<file path="src/hw/exc_macros.svh">
`ifndef EXC_MACROS_SVH
`define EXC_MACROS_SVH

///////////////////////////////////////////////////////////////////////
// widths
///////////////////////////////////////////////////////////////////////

// mcause width, top bit flags an interrupt
`define EXC_CAUSE_W 6
// pc and handler address width
`define EXC_PC_W 32

///////////////////////////////////////////////////////////////////////
// handler layout
///////////////////////////////////////////////////////////////////////

// trap vector table base
`define EXC_VEC_BASE 32'h0000_1000
// synchronous exception slots after the irq entries
`define EXC_OFS_ILLEGAL 32'h84
`define EXC_OFS_ECALL 32'h88

// pipeline drain length before ack, must be at least 1
`define EXC_FLUSH_CYCLES 3

`endif

</file>
<file path="src/hw/exc_pkg.sv">
`include "exc_macros.svh"

package exc_pkg;

  ///////////////////////////////////////////////////////////////////////
  // core state seen by the exception path
  ///////////////////////////////////////////////////////////////////////

  typedef enum logic [1:0] {
    PRIV_LVL_U = 2'b00,
    PRIV_LVL_M = 2'b11
  } priv_lvl_e;

  // flags from the id-stage decoder
  typedef struct packed {
    logic ecall;
    logic illegal;
    logic ebrk;
  } exc_event_t;

  // level-triggered interrupt line with its id
  typedef struct packed {
    logic       valid;
    logic [4:0] id;
  } irq_t;

  // debug enables, sste traps on every instruction
  typedef struct packed {
    logic sste;
    logic ecall;
    logic ebrk;
    logic eill;
    logic irq;
  } dbg_settings_t;

  ///////////////////////////////////////////////////////////////////////
  // request towards the pipeline controller
  ///////////////////////////////////////////////////////////////////////

  // handler select for the fetch redirect
  typedef enum logic [1:0] {
    PC_SEL_IRQ     = 2'd0,
    PC_SEL_ECALL   = 2'd1,
    PC_SEL_ILLEGAL = 2'd2
  } pc_sel_e;

  typedef struct packed {
    logic [`EXC_CAUSE_W-1:0] cause;
    pc_sel_e                 pc_sel;
  } exc_req_t;

  // synchronous cause codes, interrupts use {1'b1, id}
  localparam logic [`EXC_CAUSE_W-1:0] EXC_CAUSE_ILLEGAL_INSN = 6'd2;
  localparam logic [`EXC_CAUSE_W-1:0] EXC_CAUSE_BREAKPOINT   = 6'd3;
  localparam logic [`EXC_CAUSE_W-1:0] EXC_CAUSE_ECALL_UMODE  = 6'd8;
  localparam logic [`EXC_CAUSE_W-1:0] EXC_CAUSE_ECALL_MMODE  = 6'd11;

endpackage

</file>
<file path="src/hw/exc_cause_regs.sv">
`include "exc_macros.svh"

module exc_cause_regs (
  input  logic                     clk,
  input  logic                     rst_n,

  // write strobe from the exception controller
  input  logic                     save_i,

  // values captured on save
  input  logic [`EXC_CAUSE_W-1:0]  cause_i,
  input  logic [`EXC_PC_W-1:0]     epc_i,

  // software visible state
  output logic [`EXC_CAUSE_W-1:0]  mcause_o,
  output logic [`EXC_PC_W-1:0]     mepc_o
);

  ///////////////////////////////////////////////////////////////////////
  // architectural trap registers
  ///////////////////////////////////////////////////////////////////////

  logic [`EXC_CAUSE_W-1:0] mcause_q;
  logic [`EXC_PC_W-1:0]    mepc_q;

  // mcause
  // interrupt flag in the msb, id or code below
  always_ff @(posedge clk or negedge rst_n) begin
    if (!rst_n) begin
      mcause_q <= '0;
    end else if (save_i) begin
      mcause_q <= cause_i;
    end
  end

  // mepc
  // pc of the instruction in id when the trap is taken
  always_ff @(posedge clk or negedge rst_n) begin
    if (!rst_n) begin
      mepc_q <= '0;
    end else if (save_i) begin
      mepc_q <= epc_i;
    end
  end

  // new values show up together with the redirect
  assign mcause_o = mcause_q;
  assign mepc_o   = mepc_q;

endmodule

</file>
<file path="src/hw/pipe_flush_ctrl.sv">
`include "exc_macros.svh"

module pipe_flush_ctrl (
  input  logic                     clk,
  input  logic                     rst_n,

  // request side from the exception controller
  input  logic                     int_req_i,
  input  logic                     ext_req_i,
  input  exc_pkg::exc_req_t        req_info_i,
  output logic                     ack_o,

  // fetch redirect
  output logic                     redirect_valid_o,
  output logic [`EXC_PC_W-1:0]     redirect_pc_o
);

  // counter must hold EXC_FLUSH_CYCLES-1
  localparam int CNT_W = $clog2(`EXC_FLUSH_CYCLES + 1);
  localparam logic [CNT_W-1:0] CNT_LAST = CNT_W'(`EXC_FLUSH_CYCLES - 1);

  typedef enum logic {
    FLUSH_IDLE,
    FLUSH_DRAIN
  } flush_state_e;

  flush_state_e            state_q;
  logic [CNT_W-1:0]        cnt_q;
  logic                    req;
  logic [`EXC_PC_W-1:0]    handler_pc;
  logic                    redirect_valid_q;
  logic [`EXC_PC_W-1:0]    redirect_pc_q;

  ///////////////////////////////////////////////////////////////////////
  // drain sequencing
  ///////////////////////////////////////////////////////////////////////

  assign req = int_req_i | ext_req_i;

  // ack in the last drain cycle
  assign ack_o = (state_q == FLUSH_DRAIN) && (cnt_q == CNT_LAST);

  always_ff @(posedge clk or negedge rst_n) begin
    if (!rst_n) begin
      state_q <= FLUSH_IDLE;
      cnt_q   <= '0;
    end else begin
      unique case (state_q)
        FLUSH_IDLE: begin
          if (req) begin
            state_q <= FLUSH_DRAIN;
            cnt_q   <= '0;
          end
        end
        FLUSH_DRAIN: begin
          if (ack_o) begin
            state_q <= FLUSH_IDLE;
          end else begin
            cnt_q <= cnt_q + 1'b1;
          end
        end
        default: begin
          state_q <= FLUSH_IDLE;
        end
      endcase
    end
  end

  ///////////////////////////////////////////////////////////////////////
  // handler address
  ///////////////////////////////////////////////////////////////////////

  always_comb begin
    unique case (req_info_i.pc_sel)
      // one word per interrupt id
      exc_pkg::PC_SEL_IRQ:
        handler_pc = `EXC_VEC_BASE + (`EXC_PC_W'(req_info_i.cause[4:0]) << 2);
      exc_pkg::PC_SEL_ECALL:
        handler_pc = `EXC_VEC_BASE + `EXC_OFS_ECALL;
      exc_pkg::PC_SEL_ILLEGAL:
        handler_pc = `EXC_VEC_BASE + `EXC_OFS_ILLEGAL;
      default:
        handler_pc = `EXC_VEC_BASE;
    endcase
  end

  // one-cycle redirect pulse after ack
  always_ff @(posedge clk or negedge rst_n) begin
    if (!rst_n) begin
      redirect_valid_q <= 1'b0;
    end else begin
      redirect_valid_q <= ack_o;
    end
  end

  // req_info is stable through ack
  always_ff @(posedge clk) begin
    if (ack_o) begin
      redirect_pc_q <= handler_pc;
    end
  end

  assign redirect_valid_o = redirect_valid_q;
  assign redirect_pc_o    = redirect_pc_q;

endmodule

</file>
<file path="src/hw/exc_controller.sv">
module exc_controller #(
  // user-mode ecall gets its own cause code
  parameter bit SECURE = 1'b0
) (
  input  logic                     clk,
  input  logic                     rst_n,

  // decoder flags and interrupt line
  input  exc_pkg::exc_event_t      ev_i,
  input  exc_pkg::irq_t            irq_i,
  input  logic                     irq_enable_i,

  // core state and debug enables
  input  exc_pkg::priv_lvl_e       priv_i,
  input  exc_pkg::dbg_settings_t   dbg_i,

  // req/ack pair with the pipeline controller
  input  logic                     ack_i,
  output logic                     int_req_o,
  output logic                     ext_req_o,
  output exc_pkg::exc_req_t        req_info_o,
  output logic                     save_cause_o,

  // towards the debug unit
  output logic                     trap_o
);

  typedef enum logic [1:0] {
    EXC_IDLE,
    EXC_WAIT_INT,
    EXC_WAIT_EXT
  } exc_state_e;

  exc_state_e         state_q, state_d;

  logic               irq_pending;
  logic               int_req_raw;
  logic               ext_req_raw;
  logic               new_req;

  exc_pkg::exc_req_t  req_info_d;
  exc_pkg::exc_req_t  req_info_q;

  ///////////////////////////////////////////////////////////////////////
  // debug trap and raw requests
  ///////////////////////////////////////////////////////////////////////

  assign irq_pending = irq_i.valid & irq_enable_i;

  // any enabled source halts into debug
  assign trap_o = dbg_i.sste
                | (ev_i.ecall   & dbg_i.ecall)
                | (ev_i.ebrk    & dbg_i.ebrk)
                | (ev_i.illegal & dbg_i.eill)
                | (irq_pending  & dbg_i.irq);

  // ebreak raises no request on its own
  assign int_req_raw = ev_i.ecall | ev_i.illegal;
  assign ext_req_raw = irq_pending;

  assign new_req = (state_q == EXC_IDLE) && (int_req_raw || ext_req_raw);

  ///////////////////////////////////////////////////////////////////////
  // cause and handler choice
  ///////////////////////////////////////////////////////////////////////

  always_comb begin
    req_info_d.cause  = '0;
    req_info_d.pc_sel = exc_pkg::PC_SEL_IRQ;

    // interrupt first and any exception below overrides it
    if (irq_pending) begin
      req_info_d.cause = {1'b1, irq_i.id};
    end

    // ebreak sets only the cause and keeps the handler
    if (ev_i.ebrk) begin
      req_info_d.cause = exc_pkg::EXC_CAUSE_BREAKPOINT;
    end

    if (ev_i.ecall) begin
      if (SECURE && (priv_i == exc_pkg::PRIV_LVL_U)) begin
        req_info_d.cause = exc_pkg::EXC_CAUSE_ECALL_UMODE;
      end else begin
        req_info_d.cause = exc_pkg::EXC_CAUSE_ECALL_MMODE;
      end
      req_info_d.pc_sel = exc_pkg::PC_SEL_ECALL;
    end else if (ev_i.illegal) begin
      req_info_d.cause  = exc_pkg::EXC_CAUSE_ILLEGAL_INSN;
      req_info_d.pc_sel = exc_pkg::PC_SEL_ILLEGAL;
    end
  end

  // captured on the first request cycle and held until ack
  always_ff @(posedge clk or negedge rst_n) begin
    if (!rst_n) begin
      req_info_q <= '0;
    end else if (new_req) begin
      req_info_q <= req_info_d;
    end
  end

  // bypass while idle so the request carries its cause right away
  assign req_info_o = new_req ? req_info_d : req_info_q;

  ///////////////////////////////////////////////////////////////////////
  // request fsm
  ///////////////////////////////////////////////////////////////////////

  always_comb begin
    state_d      = state_q;
    int_req_o    = 1'b0;
    ext_req_o    = 1'b0;
    save_cause_o = 1'b0;

    unique case (state_q)
      EXC_IDLE: begin
        int_req_o = int_req_raw;
        ext_req_o = ext_req_raw;
        // exception wins the wait state
        if (int_req_raw) begin
          state_d = EXC_WAIT_INT;
        end else if (ext_req_raw) begin
          state_d = EXC_WAIT_EXT;
        end
        if ((int_req_raw || ext_req_raw) && ack_i) begin
          save_cause_o = 1'b1;
          state_d      = EXC_IDLE;
        end
      end

      EXC_WAIT_INT: begin
        int_req_o = 1'b1;
        if (ack_i) begin
          save_cause_o = 1'b1;
          state_d      = EXC_IDLE;
        end
      end

      // held even if the irq line dropped meanwhile
      EXC_WAIT_EXT: begin
        ext_req_o = 1'b1;
        if (ack_i) begin
          save_cause_o = 1'b1;
          state_d      = EXC_IDLE;
        end
      end

      default: begin
        state_d = EXC_IDLE;
      end
    endcase
  end

  always_ff @(posedge clk or negedge rst_n) begin
    if (!rst_n) begin
      state_q <= EXC_IDLE;
    end else begin
      state_q <= state_d;
    end
  end

endmodule

</file>
<file path="src/hw/exc_unit_top.sv">
`include "exc_macros.svh"

module exc_unit_top #(
  parameter bit SECURE = 1'b0
) (
  input  logic                     clk,
  input  logic                     rst_n,

  // id stage
  input  exc_pkg::exc_event_t      ev_i,
  input  exc_pkg::irq_t            irq_i,
  input  logic                     irq_enable_i,
  input  exc_pkg::priv_lvl_e       priv_i,
  input  exc_pkg::dbg_settings_t   dbg_i,
  input  logic [`EXC_PC_W-1:0]     pc_id_i,

  // debug, fetch and csr side
  output logic                     trap_o,
  output logic                     redirect_valid_o,
  output logic [`EXC_PC_W-1:0]     redirect_pc_o,
  output logic [`EXC_CAUSE_W-1:0]  mcause_o,
  output logic [`EXC_PC_W-1:0]     mepc_o
);

  // req/ack between decision and drain
  logic               int_req;
  logic               ext_req;
  logic               ack;
  logic               save_cause;
  exc_pkg::exc_req_t  req_info;

  ///////////////////////////////////////////////////////////////////////
  // producer, buffer, consumer
  ///////////////////////////////////////////////////////////////////////

  exc_controller #(
    .SECURE (SECURE)
  ) u_exc_ctrl (
    .clk          (clk),
    .rst_n        (rst_n),
    .ev_i         (ev_i),
    .irq_i        (irq_i),
    .irq_enable_i (irq_enable_i),
    .priv_i       (priv_i),
    .dbg_i        (dbg_i),
    .ack_i        (ack),
    .int_req_o    (int_req),
    .ext_req_o    (ext_req),
    .req_info_o   (req_info),
    .save_cause_o (save_cause),
    .trap_o       (trap_o)
  );

  // mepc takes the id pc of the ack cycle
  exc_cause_regs u_cause_regs (
    .clk      (clk),
    .rst_n    (rst_n),
    .save_i   (save_cause),
    .cause_i  (req_info.cause),
    .epc_i    (pc_id_i),
    .mcause_o (mcause_o),
    .mepc_o   (mepc_o)
  );

  pipe_flush_ctrl u_flush (
    .clk              (clk),
    .rst_n            (rst_n),
    .int_req_i        (int_req),
    .ext_req_i        (ext_req),
    .req_info_i       (req_info),
    .ack_o            (ack),
    .redirect_valid_o (redirect_valid_o),
    .redirect_pc_o    (redirect_pc_o)
  );

endmodule

</file>
<file path="config.mk">
export PLATFORM = sky130hd
export DESIGN_NAME = exc_unit_top
export DESIGN_NICKNAME = d
export VERILOG_FILES = /design/src/hw/exc_pkg.sv /design/src/hw/exc_cause_regs.sv /design/src/hw/pipe_flush_ctrl.sv /design/src/hw/exc_controller.sv /design/src/hw/exc_unit_top.sv
export VERILOG_INCLUDE_DIRS = /design/src /design/src/hw
export SDC_FILE = /design/constraint.sdc
export NUM_CORES = 1
export LEC_CHECK = 0
export ABC_AREA = 0
export BUFFER_PORTS_ARGS = -buffer_cell sky130_fd_sc_hd__buf_2
export CAP_MARGIN = 10
export CORE_MARGIN = 5
export CORE_UTILIZATION = 42
export DETAILED_ROUTE_END_ITERATION = 8
export GPL_TIMING_DRIVEN = 0
export PLACE_DENSITY = 0.82
export SETUP_SLACK_MARGIN = 0.3
export SYNTH_ARGS = -nofsm -noshare
export SYNTH_HDL_FRONTEND = slang
export SYNTH_HIERARCHICAL = 1
export SYNTH_SLANG_ARGS = --single-unit
</file>
<file path="constraint.sdc">
create_clock -name clk -period 2.07 [get_ports clk]
set_clock_uncertainty 0.2 [all_clocks]
set_input_delay 0.3105 -clock clk [delete_from_list [all_inputs] [get_ports clk]]
set_output_delay 0.3105 -clock clk [all_outputs]
set_load 0.05 [all_outputs]
</file>
==> metrics.txt <==
worst min path class=input port to register; ant diodes=0; DRT Wirelength=roughly 6500 um; remaining antenna violation count=0; RSZ-0062 raised after global routing=true; Crit path arrival time=roughly 2.0 ns; Buffers on Ports=92; Final GP Congestion=just under 0.8; io pins=between 100 and 150; vias in the first global route=2251; FF-to-FF path depth=8; CP Cell Sequence=inv_2 -> ha_4 -> buf_8 -> a21oi_4 -> nor3b_4 -> buf_6 -> buf_12 -> mux2_4; CTS root buf=clkbuf_8; clk sinks=58; Post-Place Cell Area=around 3400 sq um; CP Launch Point=u_exc_ctrl/state_q[0]$_DFFE_PN0P_; Longest Clk Path Bufs=2; sequential share of the synthesized area=about 54%; first drt pass iteration count=4; WP data required=between 2 and 2.5 ns; Synth Register Bits=slightly below 60; initial antenna violation count=0; first-pass GRT wire length=10300 um; full die area=8190 sq um; largest net degree at the start of global routing=53; DR iter-0 viols=50; Tot Pwr=around 0.0071 W; WHS Path Cells=2; status=complete, no violations; chip width=a little over 90 um; Starting Density=43.1%; site row count=29; period utilisation layout=roughly 96%; Synth Cell Area=about 2700 sq um; DR vias=approximately 2100; delay of the slowest critical-path stage=about 0.40 ns; Remaining Overflow, GRT=0; Slowest-stage cell, CP=dfrtp_1; Inserted Clock Buffers=9; Core ar.=6310 sq um; Synth-to-Final Area Change=51.0%; Post-DP HPWL=4340 um; worst setup path class=register to register; clk slew on worst S/H paths=0.06 ns; pwr/cell area=1720 nW/um^2; share of layout cells above drive strength 1=63.4%; Worst R2R End=u_cause_regs/mepc_o[20]$_DFFE_PN0P_; setup tns final=0 ns; Post-synth EDFFs=6; Filler cells=about 510; DRC Markers=0; design area=around 4000 sq um; fin cells=446; mean area per synthesized cell=around 14 sq um; hold_sp=pc_id_i[8]; Worst IR Drop VDD=roughly 0.0011 V; crit path launch type=register; Worst-Margin Slew=between 0.5 and 0.6 ns; Critical R2R Launch=u_exc_ctrl/state_q[0]$_DFFE_PN0P_; final setup violation count=0; Vert. Die Dim=90.5 um; Nets=421; R2R setup slack=0.09 ns; max-slew violation count=0; Leak=~2.1 nW; critical path capture point type=register; Via density=roughly 4.6; All-Layer GR Usage=between 10% and 20%; Yosys cell types=38; ys flop type=dfrtp_1; placed cell count=about 400; worst hold endpoint=u_cause_regs/mepc_o[8]$_DFFE_PN0P_; cells after synthesis=196; relative slew slack=between 60% and 70%; H-tree depth=3; Synthesis Warnings=6; final hold vios=0; f_max=between 0.5 and 0.6 GHz; Async S/R FF share, synth=around 90%; max cap viols=0; fin crit period=~2 ns; CTS tree=yes; drt wl/cell=~15 um; Worst Path Max Fanout=10; clock latency on the worst-skew pair=around 0.33 ns
## power by group
| part | internal (W) | switching, W | total, W | leakage (nW) |
|---|---|---|---|---|
| combinational | 0.00170 | 0.00259 | 0.00429 | 1.32 |
| clock | 0.000430 | 0.000435 | 0.000865 | 0.0831 |
| sequential | 0.00169 | 0.000247 | 0.00193 | 0.678 |
## cell usage in the layout, fill, tap and decap left out, drive strengths merged, types with 3 or more instances in the layout
cell type,Yosys,final
a21oi,4,4
a22o,4,4
and2,5,5
buf,32,152
clkbuf,1,12
clkinv,0,4
conb,2,26
dfrtp,52,52
dlygate4sd3,0,13
edfxtp,6,6
ha,6,6
inv,7,7
mux2,38,38
nand2,3,3
nor2,3,3
nor2b,3,3
o21ai,6,6
## cells in the mapped netlist (2+ instances only)
cell type	n	area (sq um)
buf_4	26	195
nand2b_1	2	12.5
nor2b_1	3	18.8
edfxtp_1	6	180
buf_6	4	45.0
ha_1	6	75.1
mux2_2	18	203
a22o_1	4	35.0
nor2_1	3	11.3
inv_1	7	26.3
nor3_1	2	10.0
nand3b_1	2	15.0
mux2_4	20	300
or4b_1	2	20.0
and2_1	4	25.0
nand2_1	3	11.3
o21ai_0	5	25.0
a221o_1	2	20.0
conb_1	2	7.51
buf_2	2	10.0
a21oi_1	4	20.0
a21o_1	2	15.0
dfrtp_1	52	1300
## critical path, delay by kind of cell (launching register included)
family | cells | cell delay, ns
compound gates | 1 | 0.05
fa+ha+maj | 1 | 0.15
buf+inv | 4 | 0.54
flops | 1 | 0.40
mux | 1 | 0.30
simple gates | 1 | 0.22
## sequential cells by signal, indices dropped and copies added, names as in the netlist
signal,count
u_cause_regs/mepc_o,32
u_exc_ctrl/req_info_q,8
u_cause_regs/mcause_o,6
u_flush/redirect_pc_o,6
u_exc_ctrl/state_q,2
u_flush/cnt_q,2
u_flush/redirect_valid_o,1
u_flush/state_q,1
## how the worst max path moves through the flow
| stage | end | slack (ns) | cells after the start |
|---|---|---|---|
| after detailed placement | u_flush/redirect_pc_o[3]$_DFFE_PP_ | -0.18 | 7 |
| final | u_cause_regs/mepc_o[20]$_DFFE_PN0P_ | 0.09 | 8 |
| after CTS | u_cause_regs/mcause_o[3]$_DFFE_PN0P_ | 0.07 | 8 |
| after floorplan | u_cause_regs/mepc_o[10]$_DFFE_PN0P_ | 0.1 | 8 |
| after global placement | u_flush/redirect_pc_o[3]$_DFFE_PP_ | -0.09 | 7 |
| after global routing | u_cause_regs/mepc_o[24]$_DFFE_PN0P_ | 0.006 | 8 |
## routing by layer
metal,vias to the layer above,GRT usage [%],wire length (um)
li1,977,-,-
met1,995,16.9,2530
met2,68,27.2,3510
met3,10,5.17,428
met4,0,6.82,72
met5,-,0,0
## through the flow
stage                     hold WS, ns  utilization (%)  worst slack, ns
after CTS                    0.000754             61.9           0.0724
after global placement          0.260             54.0          -0.0852
after global routing         -0.00335             65.1          0.00590
final                          0.0147             65.1           0.0852
after floorplan                -0.185                -           0.0970
after detailed placement        0.279             54.0           -0.176
## timing repair
item                                   CTS  global route
endpoints found under the hold margin    7            27
gates cloned                             1             1
pin swaps                               10             8
buffers inserted                        22             3
hold buffers                             7             6
gates resized for setup                 23            19
setup endpoints to repair               52            51
## final cells by class
cell class | instances | area [sq um] | share of cell area, %
timing repair buffer | 133 | 857 | 20.8
inverter | 7 | 26.3 | 0.639
clock buffer | 11 | 131 | 3.20
buffer | 33 | 289 | 7.03
clock inverter | 5 | 31.3 | 0.761
sequential | 58 | 1480 | 36.1
multi-input combinational | 122 | 1200 | 29.1
tap | 77 | 96.3 | 2.34
## cells by family (layout without fill, tap and decap cells)
logic type	Yosys count	count (layout)	share of synthesized area (%)
AND/OR/NAND/NOR	28	28	6.85
XOR/XNOR	1	1	0.322
buffers and inverters	40	189	10.3
flip-flops	58	58	54.4
multiplexers	38	38	18.5
other	2	26	0.276
AO/OA/AOI/OAI	23	23	6.62
adder cells (fa/ha/maj)	6	6	2.76
Note: power is estimated with default switching activity, not from simulation.
